<file path="config.mk">
export PLATFORM = sky130hd
export DESIGN_NAME = mac_lanes
export DESIGN_NICKNAME = d
export VERILOG_FILES = /design/src/logic/conv_pkg.sv /design/src/logic/mac_lanes.sv
export VERILOG_INCLUDE_DIRS = /design/src /design/src/include
export SDC_FILE = /design/constraint.sdc
export NUM_CORES = 2
export LEC_CHECK = 0
export BUFFER_PORTS_ARGS = -buffer_cell sky130_fd_sc_hd__buf_4
export CAP_MARGIN = 20
export CORE_UTILIZATION = 30
export DETAILED_ROUTE_END_ITERATION = 10
export PLACE_DENSITY = 0.41
export SYNTH_ARGS = -nofsm -noshare
export SYNTH_HDL_FRONTEND = slang
export SYNTH_SLANG_ARGS = --single-unit
export TNS_END_PERCENT = 20
</file>
<file path="constraint.sdc">
create_clock -name clk -period 9.4 [get_ports clk]
set_clock_uncertainty 0.15 [all_clocks]
set_input_delay 1.41 -clock clk [delete_from_list [all_inputs] [get_ports clk]]
set_output_delay 1.41 -clock clk [all_outputs]
set_load 0.01 [all_outputs]
</file>
<file path="src/include/filter_taps.svh">
`ifndef filter_taps_svh
`define filter_taps_svh

// coefficients of the first convolution layer, tap 0 first
localparam sample_t filter_taps [n_taps] = '{
	-16'sd159,
	-16'sd86,
	16'sd62,
	-16'sd61,
	16'sd17,
	16'sd116,
	-16'sd14,
	-16'sd180,
	-16'sd98,
	16'sd37,
	16'sd241,
	-16'sd173,
	-16'sd228,
	-16'sd175,
	-16'sd142,
	16'sd196,
	16'sd98,
	-16'sd68,
	-16'sd69,
	-16'sd40,
	-16'sd184,
	-16'sd146,
	-16'sd247,
	-16'sd171,
	16'sd245,
	16'sd167,
	-16'sd49,
	-16'sd82,
	16'sd26,
	16'sd102,
	-16'sd84,
	16'sd123,
	-16'sd240
};

`endif

</file>
<file path="src/logic/conv_pkg.sv">
package conv_pkg;

	localparam int sample_w = 16;
	localparam int n_samples = 64;
	localparam int n_taps = 33;
	localparam int n_outputs = n_samples - n_taps + 1;
	localparam int n_lanes = 4;
	localparam int n_groups = n_outputs / n_lanes;
	localparam int sat_max = 32767;
	localparam int sat_min = -32768;
	localparam int wide_w = 2 * sample_w + 8; // product plus headroom for one add

	typedef logic signed [sample_w-1:0] sample_t;
	typedef logic signed [wide_w-1:0] wide_t;
	typedef logic [5:0] sample_addr_t;
	typedef logic [5:0] tap_index_t;
	typedef logic [4:0] out_index_t;

	`include "filter_taps.svh"

	function automatic sample_t tap_value(input tap_index_t k);
		if (k < tap_index_t'(n_taps))
			return filter_taps[k];
		else
			return '0; // past the end of the filter
	endfunction

	function automatic sample_t saturate(input wide_t v);
		if (v > sat_max)
			return sample_t'(sat_max);
		else if (v < sat_min)
			return sample_t'(sat_min);
		else
			return sample_t'(v);
	endfunction

endpackage

</file>
<file path="src/logic/mac_lanes.sv">
`timescale 1ns/1ns

module mac_lanes import conv_pkg::*; (
	input  logic    clk,
	input  logic    reset,
	input  logic    step_valid,
	input  logic    first_step,
	input  logic    last_step,
	input  sample_t lane_sample [n_lanes],
	input  sample_t tap,
	output logic    lanes_done,
	output sample_t lane_sum [n_lanes]
);

	sample_t product [n_lanes]; // saturated product, stage one
	logic prod_valid;
	logic prod_first;
	logic prod_last;

	always_ff @(posedge clk) begin
		if (reset) begin
			prod_valid <= 1'b0;
			lanes_done <= 1'b0;
		end else begin
			prod_valid <= step_valid;
			lanes_done <= prod_valid && prod_last; // sums are final next cycle
		end
	end

	always_ff @(posedge clk) begin
		prod_first <= first_step;
		prod_last <= last_step;
		for (int l = 0; l < n_lanes; l++) begin
			product[l] <= saturate(wide_t'(lane_sample[l]) * wide_t'(tap));
			if (prod_valid) begin
				if (prod_first)
					lane_sum[l] <= product[l]; // same as sat(0 + product)
				else
					lane_sum[l] <= saturate(wide_t'(lane_sum[l]) + wide_t'(product[l]));
			end
		end
	end

endmodule

</file>
==> impl_metrics.env <==
export IMPL_remaining_drc_errors=0
export IMPL_via_count=34300
export IMPL_syn_avg_cell_area_um2=9.04
export IMPL_nets=6825
export IMPL_min_period_ns=8.46
export IMPL_die_area_um2=161000
export IMPL_crit_chain="buf_4 > buf_4 > nand2_1 > fa_1 > fa_1 > inv_1 > fa_1 > inv_1 > fa_1 > fa_1 > fa_1 > inv_1 > ha_1 > a21o_1 > a21o_1 > a21o_1 > a311oi_2 > o31ai_4 > a2111oi_2 > o21bai_1 > a21oi_1 > xnor2_1 > a41oi_2 > o21ai_0"
export IMPL_rsz0062_at_grt="no"
export IMPL_worstSetupPathType="input port to register"
export IMPL_htreeDepth=4
export IMPL_ys_flop_type="dfxtp_1"
export IMPL_min_period_over_period=0.900
export IMPL_ios=150
export IMPL_cts_resized=0
export IMPL_end_kind="register"
export IMPL_cp_arrival_ns=8.61
export IMPL_cts_buffers=17
export IMPL_grt_pass1_vias=37200
export IMPL_maxCapViolations=0
export IMPL_postCtsSetupBuffers=0
export IMPL_async_flop_share=0
export IMPL_ys_seq_elements=132
export IMPL_grt_ovfl_total=0
export IMPL_dpl_hpwl_mm=110
export IMPL_path_buf_inv=5
export IMPL_rows=145
export IMPL_syn_area_um2=47700
export IMPL_crit_fanout=47
export IMPL_routedWlPerCell_um=18.4
export IMPL_drive_gt1_frac=0.0554
export IMPL_clk_pin_slew_ns=0.07
export IMPL_cts_tree="built"
export IMPL_antenna_found_initial=10
export IMPL_routed_wl_mm=136
export IMPL_cts_root_buf="clkbuf_16"
export IMPL_dieHeight_um=401
export IMPL_cp_slowest_cell="a41oi_2"
export IMPL_start_util=0.304
export IMPL_synth_edf_count=64
export IMPL_port_buffers=149
export IMPL_worst_path_most_repeated_cell="fa_1"
export IMPL_cp_top_family="adder cells"
export IMPL_synth_yosys_seq_area_share=0.0688
export IMPL_regToRegSetupSlack_ns=5.10
export IMPL_min_path_type="register to register"
export IMPL_core_um2=157000
export IMPL_cp_data_required_time_ns=9.56
export IMPL_cts_sinks=132
export IMPL_setup_viol=0
export IMPL_hold_viol=0
export IMPL_grt_use_total=0.174
export IMPL_maxSlewHeadroom=0.310
export IMPL_insertion_delay_ns=0.46
export IMPL_ys_types=90
export IMPL_timing_hold_ws_ns=0.262
export IMPL_yosys_warnings=0
export IMPL_synth_nets=6802
export IMPL_worstSetupStartpointType="input port"
export IMPL_cp_slowest_stage_delay_ns=0.62
export IMPL_ant_nets=0
export IMPL_gp_congestion=0.804
export IMPL_fp_dieW_um=401
export IMPL_grt_max_degree=72
export IMPL_cts_path_max_buffers=2
export IMPL_worstMarginPinSlew_ns=1.04
export IMPL_dr_pass1_iters=5
export IMPL_grt_pass1_wl_mm=218
export IMPL_drt_iter0_markers=1591
export IMPL_outcome="completed"
export IMPL_setup_tns_ns=0
export IMPL_vias_per_cell=4.65
export IMPL_hold_buffers=0
export IMPL_netlist_instances=5273
export IMPL_area_growth_pct=8.47
export IMPL_slew_viol_final=0
export IMPL_max_freq_mhz=118
[Yosys cell counts (all sizes together) (8+ instances only)]
cell type,instances,share of area
inv,1199,0.094
fa,1052,0.44
nand2,630,0.050
and2,468,0.061
ha,392,0.10
clkbuf,203,0.016
o21ai,185,0.019
a21oi,149,0.016
nor2,140,0.011
xnor2,127,0.023
xor2,70,0.013
dfxtp,68,0.029
edfxtp,64,0.040
a21o,50,0.0079
nor3,46,0.0048
nand2b,40,0.0052
nand3,35,0.0037
a2bb2oi,29,0.0053
o211ai,22,0.0035
a211oi,21,0.0034
o21bai,21,0.0033
a31oi,20,0.0028
and3,19,0.0025
maj3,19,0.0040
nand4,19,0.0025
o21a,17,0.0027
buf,13,0.0016
nor2b,13,0.0017
or3,10,0.0013
nor4,9,0.0013
a211o,8,0.0015
a41oi,8,0.0018
[per-layer routing]
layer,global-route usage,vias up,share of wire
li1,-,16000,-
met1,0.246,17700,0.48
met2,0.295,497,0.48
met3,0.0138,75,0.031
met4,0.0265,10,0.011
met5,0,-,0.00043
[stage by stage]
stage	area [µm²]	worst slack (ns)	utilization	cells
6_report	51700	0.944	0.330	7370
5_1_grt	51700	0.484	0.330	7367
4_1_cts	51700	0.929	0.330	7367
3_5_place_dp	51100	0.429	0.326	7335
3_3_place_gp	51100	0.495	0.326	7335
2_1_floorplan	47700	1.06	-	5273
[sequential cells by signal, indices dropped and copies added, names as in the netlist]
signal and count:
prod_valid 1, lane_sum 64, prod_last 1, prod_first 1
product 64, lanes_done 1
[final timing paths]
check / cells past startpoint / startpoint / end
worst max-delay path: 24 / tap[6] / product[0][12]
worst min-delay path: 2 / prod_last / lanes_done
worst max register to register: 13 / lane_sum[16] / lane_sum[16]
worst min register to register: 2 / prod_last / lanes_done
[cells by family (layout without fill, tap and decap cells)]
group / count (synthesis) / count (layout) / share of synthesized area
XOR/XNOR: 197 / 197 / 0.0362
buffers and inverters: 1415 / 1451 / 0.112
flip-flops: 132 / 132 / 0.0688
AND/OR/NAND/NOR: 1459 / 1459 / 0.150
AO/OA/AOI/OAI: 597 / 597 / 0.0819
multiplexers: 10 / 10 / 0.00223
adder cells (fa/ha/maj): 1463 / 1463 / 0.548
other: 0 / 3 / 0
[layout make-up]
class	instances	area [µm²]
fillers	16400	105000
multi-input cells	3726	39100
inverters	1199	4500
flip-flops and latches	132	3290
well taps	2058	2570
repair buffers	220	1710
clock buffers	18	429
clock inverters	14	143
diodes	3	7.51
[worst register-to-register path: cells and delay by family (launching register included)]
kind | cells | cell delay (ns)
adders and majority gates | 2 | 0.66
muxes | 1 | 0.37
AOI/OAI and AO/OA | 8 | 2.09
and+or+nand+nor | 2 | 0.34
DFF | 1 | 0.41
[placed cells by master (no fill, tap or decap), types with 10 or more instances in the layout]
master     count
inv_1       1197
fa_1        1052
nand2_1      630
and2_1       468
ha_1         392
buf_4        215
o21ai_0      174
a21oi_1      148
nor2_1       140
xnor2_1      127
xor2_1        70
dfxtp_1       66
edfxtp_1      64
a21o_1        50
nor3_1        46
nand2b_1      40
nand3_1       35
a2bb2oi_1     29
o211ai_1      22
o21bai_1      21
a211oi_1      20
and3_1        19
a31oi_1       19
maj3_1        19
nand4_1       19
clkbuf_16     17
o21a_1        16
nor2b_1       13
or3_1         10
o21ai_1       10
Power is not shown: default switching activity piles up to over one toggle a cycle in this logic, so the estimate is an artifact.
