[src/include/filter_taps.svh]
`ifndef filter_taps_svh
`define filter_taps_svh

// coefficients of the first convolution layer, tap 0 first
localparam sample_t filter_taps [n_taps] = '{
	-16'sd159,
	-16'sd86,
	16'sd62,
	-16'sd61,
	16'sd17,
	16'sd116,
	-16'sd14,
	-16'sd180,
	-16'sd98,
	16'sd37,
	16'sd241,
	-16'sd173,
	-16'sd228,
	-16'sd175,
	-16'sd142,
	16'sd196,
	16'sd98,
	-16'sd68,
	-16'sd69,
	-16'sd40,
	-16'sd184,
	-16'sd146,
	-16'sd247,
	-16'sd171,
	16'sd245,
	16'sd167,
	-16'sd49,
	-16'sd82,
	16'sd26,
	16'sd102,
	-16'sd84,
	16'sd123,
	-16'sd240
};

`endif

[src/logic/conv_pkg.sv]
package conv_pkg;

	localparam int sample_w = 16;
	localparam int n_samples = 64;
	localparam int n_taps = 33;
	localparam int n_outputs = n_samples - n_taps + 1;
	localparam int n_lanes = 4;
	localparam int n_groups = n_outputs / n_lanes;
	localparam int sat_max = 32767;
	localparam int sat_min = -32768;
	localparam int wide_w = 2 * sample_w + 8; // product plus headroom for one add

	typedef logic signed [sample_w-1:0] sample_t;
	typedef logic signed [wide_w-1:0] wide_t;
	typedef logic [5:0] sample_addr_t;
	typedef logic [5:0] tap_index_t;
	typedef logic [4:0] out_index_t;

	`include "filter_taps.svh"

	function automatic sample_t tap_value(input tap_index_t k);
		if (k < tap_index_t'(n_taps))
			return filter_taps[k];
		else
			return '0; // past the end of the filter
	endfunction

	function automatic sample_t saturate(input wide_t v);
		if (v > sat_max)
			return sample_t'(sat_max);
		else if (v < sat_min)
			return sample_t'(sat_min);
		else
			return sample_t'(v);
	endfunction

endpackage

[src/logic/result_streamer.sv]
`timescale 1ns/1ns

module result_streamer import conv_pkg::*; (
	input  logic    clk,
	input  logic    reset,
	input  logic    lanes_done,
	input  sample_t lane_sum [n_lanes],
	output sample_t m_data,
	output logic    m_valid,
	input  logic    m_ready,
	output logic    frame_drained
);

	logic [$clog2(n_groups)-1:0] wr_group;
	logic pending; // frame complete, first output not loaded yet
	out_index_t rd_index;
	out_index_t rd_sel;
	logic xfer;
	sample_t rectified [n_lanes];

	// output j lives in bank j mod 4 at entry j div 4
	sample_t bank [n_lanes][n_groups];

	assign xfer = m_valid && m_ready;
	assign rd_sel = pending ? out_index_t'(0) : rd_index + 1'b1;

	always_comb begin
		for (int l = 0; l < n_lanes; l++)
			rectified[l] = (lane_sum[l] < 0) ? sample_t'(0) : lane_sum[l];
	end

	always_ff @(posedge clk) begin
		if (reset) begin
			wr_group <= '0;
			pending <= 1'b0;
			m_valid <= 1'b0;
			rd_index <= '0;
			frame_drained <= 1'b0;
		end else begin
			frame_drained <= 1'b0;
			if (lanes_done) begin
				wr_group <= wr_group + 1'b1;
				if (wr_group == n_groups - 1)
					pending <= 1'b1;
			end
			if (pending) begin
				pending <= 1'b0;
				m_valid <= 1'b1;
				rd_index <= '0;
			end else if (xfer) begin
				rd_index <= rd_index + 1'b1; // back to 0 after the last output
				if (rd_index == out_index_t'(n_outputs - 1)) begin
					m_valid <= 1'b0;
					frame_drained <= 1'b1;
				end
			end
		end
	end

	always_ff @(posedge clk) begin
		if (lanes_done) begin
			for (int l = 0; l < n_lanes; l++)
				bank[l][wr_group] <= rectified[l];
		end
		if (pending || xfer)
			m_data <= bank[rd_sel[1:0]][rd_sel[4:2]]; // held until the transfer
	end

endmodule

[config.mk]
export PLATFORM = sky130hd
export DESIGN_NAME = result_streamer
export DESIGN_NICKNAME = d
export VERILOG_FILES = /design/src/logic/conv_pkg.sv /design/src/logic/result_streamer.sv
export VERILOG_INCLUDE_DIRS = /design/src /design/src/include
export SDC_FILE = /design/constraint.sdc
export NUM_CORES = 1
export LEC_CHECK = 0
export BUFFER_PORTS_ARGS = -buffer_cell sky130_fd_sc_hd__buf_2
export CAP_MARGIN = 40
export CORE_UTILIZATION = 45
export DETAILED_ROUTE_END_ITERATION = 7
export PLACE_DENSITY = 0.68
export SLEW_MARGIN = 0
export SYNTH_ARGS = -nofsm -noshare
export SYNTH_HDL_FRONTEND = slang
export SYNTH_SLANG_ARGS = --single-unit
[constraint.sdc]
create_clock -name clk -period 7.3 [get_ports clk]
set_input_delay 1.095 -clock clk [delete_from_list [all_inputs] [get_ports clk]]
set_output_delay 1.095 -clock clk [all_outputs]
set_load 0.05 [all_outputs]
==> qor.csv, run 1 <==
metric,value,unit
routedWlPerCell,26.3,um
min_path_type,register to register,
fin_crit_sh,51.3,%
pre_cts_ws,3.58,ns
via_per_inst,6.14,
synth_cell_types,53,
drtIter0Drc,1384,
setup_viol,0,
layout.nets,1402,
power,6.19,mW
numCtsBuffers,51,
ys.warnings.count,0,
fin_setup_tns,0,ns
h-tree-depth,2,
regArea,15100,um^2
grt_max_degree,166,
io_buffers,84,
pwr_density_cell,261,nW/um^2
path_delay_family,flip-flops,
vias,12100,
end_kind,register,
wl,51900,um
hpwlAfterDp,29600,um
cap_violations,0,
synthCells,1265,
core_area,45500,um^2
synthFlopType,edfxtp_1,
die_x,217,um
synthArstFlopShare,0,%
antenna_left,0,
maxSlewHeadroom,38.5,%
first_pass_iters,6,
crit_chain,ha_4 > buf_12 > mux2_2 > o22a_1 > o221ai_1 > a21oi_1 > nand4bb_1,
n_antenna_cell,0,
yosysSeqAreaShare,72.4,%
rsz0062_at_grt,false,
clock_path_buffers,3,
drc,0,
antenna_found_initial,2,
cts_setup_buffers,0,
grt.total_usage,22.2,%
fmax,267,MHz
irDropWorstVdd,175,uV
clk_latency,0.59,ns
gr-total-overflow,0,
cts_sinks,506,
root_buffer,clkbuf_16,
synth_area,20800,um^2
start_util,45.8,%
die_area,47200,um^2
grt_pass1_vias,12000,
syn_area_per_cell,16.5,um^2
cts_tree,done,
arrival,4.07,ns
cpPeakStageDelay,0.87,ns
period_minus_slack,3.74,ns
place_congestion,0.775,
drive_gt1_share,20.1,%
crit_path_start_kind,register,
ios,86,
multi_input_area,5220,um^2
critPathKind,register to register,
postCtsHoldBufs,0,
area_delta_synth_final,13.9,%
layout_setup_ws,3.56,ns
crit_slowest_cell,dfxtp_4,
rows,78,
die_y,217,um
hold_slack,0.474,ns
grt_first_pass_wirelength,77300,um
syn-num-nets,1337,
finalClockSkew,0.0264,ns
p_leak,7.61,nW
cp.buffers_inverters,1,
worstMarginPinSlew,0.923,ns
status,"complete, no violations",
clkTransAtPathRegs,0.06,ns
synth-seq-cells,506,
fillCellCount,3698,
hold_violations,0,
cts.repair.resized,0,
slew_viol_final,0,
worstPathRequired,7.63,ns
synth_edf_count,495,
path_max_fanout,165,
-- cell families (layout without fill, tap and decap cells) --
| family | Yosys count | in the layout | synth area share [%] |
|---|---|---|---|
| fa+ha+maj | 4 | 4 | 0.240 |
| xor+xnor | 5 | 5 | 0.282 |
| simple gates | 185 | 185 | 5.57 |
| buf+inv | 110 | 215 | 3.01 |
| mux | 109 | 109 | 5.50 |
| compound gates | 345 | 345 | 13.0 |
| flops | 506 | 506 | 72.4 |
| other cells | 1 | 1 | 0.0180 |
-- layout by cell type (no fill, tap or decap), types with 29 or more instances in the layout --
master     instances
a21oi_1           48
o221ai_1          42
a22oi_1           29
nor2b_1           73
mux2i_1           66
buf_2             84
a211o_1           43
mux2_2            43
a221oi_1          31
edfxtp_1         495
clkbuf_16         53
-- power breakdown --
part           switching, mW  total [mW]  internal, mW
Combinational          0.133       0.193        0.0607
Clock                   1.09        2.71          1.63
Sequential            0.0184        3.28          3.27
-- flip-flops by register name (all words and copies together) (netlist names) --
register	flops
pending	1
m_data	15
frame_drained	1
wr_group	3
rd_index	5
bank	480
m_valid	1
-- final timing paths --
check                            startpoint          end  slack [ns]  cells after the start
worst max register to register  rd_index[0]   m_data[13]        3.56                      7
worst min register to register  rd_index[4]  rd_index[4]        0.47                      2
worst min-delay path            rd_index[4]  rd_index[4]        0.47                      2
worst max-delay path            rd_index[0]   m_data[13]        3.56                      7
-- layer usage --
layer	part of all wire, %	track usage (%)
met3	8.2	4.07
met1	42	30.8
met2	47	34.8
met5	0	0
met4	3.0	8.40
-- synth_stat cells, drive strengths merged, types with 14 or more instances --
library cell	n	area [um^2]
nor2b	74	463
nand2	15	58.8
a22oi	29	218
o22a	15	131
mux2	43	484
clkbuf	25	93.8
and3	17	106
o2bb2ai	27	236
buf	82	522
a211oi	27	203
a211o	43	377
a221o	27	270
nor2	29	116
a21oi	49	249
o21ai	31	155
edfxtp	495	14900
mux2i	66	661
o221ai	43	383
nor4	14	169
a221oi	31	272
-- worst min-delay path, stage by stage, from the launching register on --
cell,delay (ns)
dfxtp_1,0.32
nand2_1,0.05
a21oi_1,0.06
-- per-stage QoR --
step | cells | area (um^2) | utilization [%]
after global routing | 1970 | 23700 | 52.2
final | 1970 | 23700 | 52.2
after floorplan | 1265 | 20800 | -
after global placement | 1862 | 21700 | 47.6
after CTS | 1969 | 23700 | 52.1
after detailed placement | 1876 | 22000 | 48.3
-- layout make-up --
cell class                 instances  area share [%]
clock buffer                      63            5.83
clock inverter                    30            1.49
inverter                           3          0.0475
multi-input combinational        649            22.0
sequential                       506            63.6
tap                              600            3.16
timing repair buffer             119            3.84
Power figures use the tool's default switching activity.
==> run 2, diff against run 1 <==
Settings changed: ABC_AREA set to 1.
Clock period 7.3 ns to 3.7 ns, I/O delays scaled along.
==> run 2 against run 1 <==
Compared with the run above:
- the flow now finishes with violations (DRC)
- sequential share of layout area shrank 3.5 points
- synthesized cell count grew 76%
- first-iteration DRC count grew 4.2%
- final area grew 5.8%
- non-clock buffer count is the same
- power grew 92%
- routed wire length grew 5.6%
- final cell count grew 52%
- count of clock-buffer cells in the layout shrank 4
- critical path depth grew 3
- clock power grew 82%
- via count grew 25%
- largest cell class unchanged
- largest power group unchanged
==> qor.csv, run 2 <==
metric,value,unit
status,finished with violations,
violations,DRC,
path_delay_family,simple AND/OR/NAND/NOR gates,
io_buffers,84,
yosysTopAreaCell,edfxtp_1,
wl,54700,um
crit_path_start_kind,register,
routedWlPerCell,18.3,um
critPathKind,register to register,
grt_first_pass_wirelength,83800,um
crit_chain,inv_2 > nand2_4 > buf_4 > nand2_1 > nand3_1 > nand3_1 > nand3_1 > nand2_1 > nand2_1 > nand2_1,
grt.total_usage,21.9,%
drive_gt1_share,8.84,%
setup_viol,0,
clkTransAtPathRegs,0.06,ns
yosysMostFrequentCell,nand2_1,
rrSetupSlack,1.02,ns
end_kind,register,
cts_tree,done,
hpwlAfterDp,32300,um
cts_setup_buffers,0,
via_per_inst,5.04,
irDropWorstVdd,293,uV
fin_crit_sh,72.5,%
n_antenna_cell,0,
core_area,48800,um^2
start_util,45.5,%
placed_area,23500,um^2
intPower,9.40,mW
layout.nets,2365,
ys.warnings.count,0,
antenna_found_initial,2,
area_delta_synth_final,13.0,%
syn-num-nets,2297,
crit_slowest_cell,nand2_4,
yosys-top-cells-count,"542 x nand2_1, 521 x inv_1, 495 x edfxtp_1, 407 x nand3_1, 107 x nor2_1",
die_x,224,um
drc,2,
postCtsHoldBufs,0,
ys_top_cells_by_area,"edfxtp_1 67%, nand3_1 9.2%, nand2_1 9.2%",
yosysSeqAreaShare,67.9,%
fmax,373,MHz
rows,81,
p_clk_share,41.5,%
grt_pass1_vias,14500,
first_pass_iters,8,
place_congestion,0.860,
clk_latency,0.56,ns
pwr_density_cell,473,nW/um^2
die_area,50200,um^2
synth_area,22200,um^2
vias,15100,
synthArstFlopShare,0,%
mostFrequentLayoutCell,nand2_1,
largest_register,bank,
hold_violations,0,
synth-seq-cells,506,
seq_power_share,54.6,%
worstMarginPinSlew,0.902,ns
synthCells,2225,
largest_reg_flops,480,
gr-total-overflow,0,
ios,86,
worst_path_most_repeated_cell,nand2_1,
finalClockSkew,0.0147,ns
synth_cell_types,24,
yosys.area.top_type_share,66.9,%
drtIter0Drc,1442,
synthFlopType,edfxtp_1,
die_y,224,um
fin_setup_tns,0,ns
combPwrFrac,3.9,%
worstPathRequired,4.02,ns
maxSlewHeadroom,39.6,%
period_minus_slack,2.68,ns
path_max_fanout,67,
min_path_type,input pin to register,
root_buffer,clkbuf_16,
cp.buffers_inverters,2,
grt_max_degree,68,
final_cell_mix,"542 x nand2_1, 521 x inv_1, 495 x edfxtp_1",
cts.repair.resized,0,
h-tree-depth,2,
synth_edf_count,495,
cts_sinks,506,
syn_area_per_cell,9.98,um^2
top_regs,"bank: 480 flops, m_data: 15 flops, rd_index: 5 flops",
slew_viol_final,0,
cap_violations,0,
cpPeakStageDelay,0.60,ns
power.switching,2.46,mW
swShare,20.7,%
hold_slack,0.243,ns
clock_path_buffers,3,
final_area,25100,um^2
arrival,3.00,ns
p_leak,11.1,nW
numCtsBuffers,48,
antenna_left,0,
rsz0062_at_grt,false,
-- run 2: changes by cell type in the layout (fill, tap and decap cells not counted), sizes merged, moves of 43 or more --
cell	delta
inv	+520
nand3	+401
a21oi	-45
nand2	+529
mux2	-43
nor2b	-74
a211o	-43
nor2	+80
mux2i	-66
o221ai	-43
-- run 2: path summary, 6_finish.rpt --
| kind | from | end | cells after the start |
|---|---|---|---|
| max | pending | m_data[5] | 10 |
| min | m_ready | frame_drained | 3 |
| max reg2reg | pending | m_data[5] | 10 |
| min reg2reg | m_valid | frame_drained | 2 |
-- run 2: worst register-to-register path, delay by kind of cell, from the launching register on --
family        cells  cell delay [ns]
simple gates      8             1.21
buf+inv           2             0.70
flops             1             0.53
-- run 2: through the flow --
step,utilization [%],power [mW],cells,worst slack [ns]
floorplan,-,6.85,2225,-0.238
global placement,48.2,7.04,2905,1.16
detailed placement,48.2,7.06,2906,1.07
CTS,51.4,11.9,2993,1.05
global route,51.4,12.2,2994,0.851
finish,51.4,11.9,2994,1.02
-- run 2: logic make-up after synthesis --
group	Yosys count	synth area share, %
adders and majority gates	4	0.225
buffers and inverters	625	10.8
and+or+nand+nor	1063	20.4
other	1	0.0169
AOI/OAI and AO/OA	26	0.637
DFF	506	67.9
-- run 2: cell type report --
| class | count | area, um^2 |
|---|---|---|
| Tap cell | 664 | 831 |
| Multi-Input combinational cell | 1094 | 4800 |
| Timing Repair Buffer | 119 | 866 |
| Clock inverter | 28 | 285 |
| Clock buffer | 59 | 1260 |
| Sequential cell | 506 | 15100 |
| Fill cell | 4268 | 23700 |
| Inverter | 524 | 1970 |
-- run 2: layer usage --
metal	vias up	routed length (um)	part of all wire (%)	GRT usage, %
li1	7191	-	-	-
met1	7154	23900	44	31.4
met2	636	24800	45	34.4
met3	115	4410	8.1	3.07
met4	2	1560	2.8	7.27
met5	-	13	0.024	0
-- run 2: power groups by stage --
stage	registers [mW]	logic [mW]	clock network (mW)
after floorplan	6.60	0.249	0
after global placement	6.60	0.449	0
after detailed placement	6.60	0.460	0
after CTS	6.48	0.463	4.97
after global routing	6.49	0.513	5.16
final	6.48	0.464	4.92
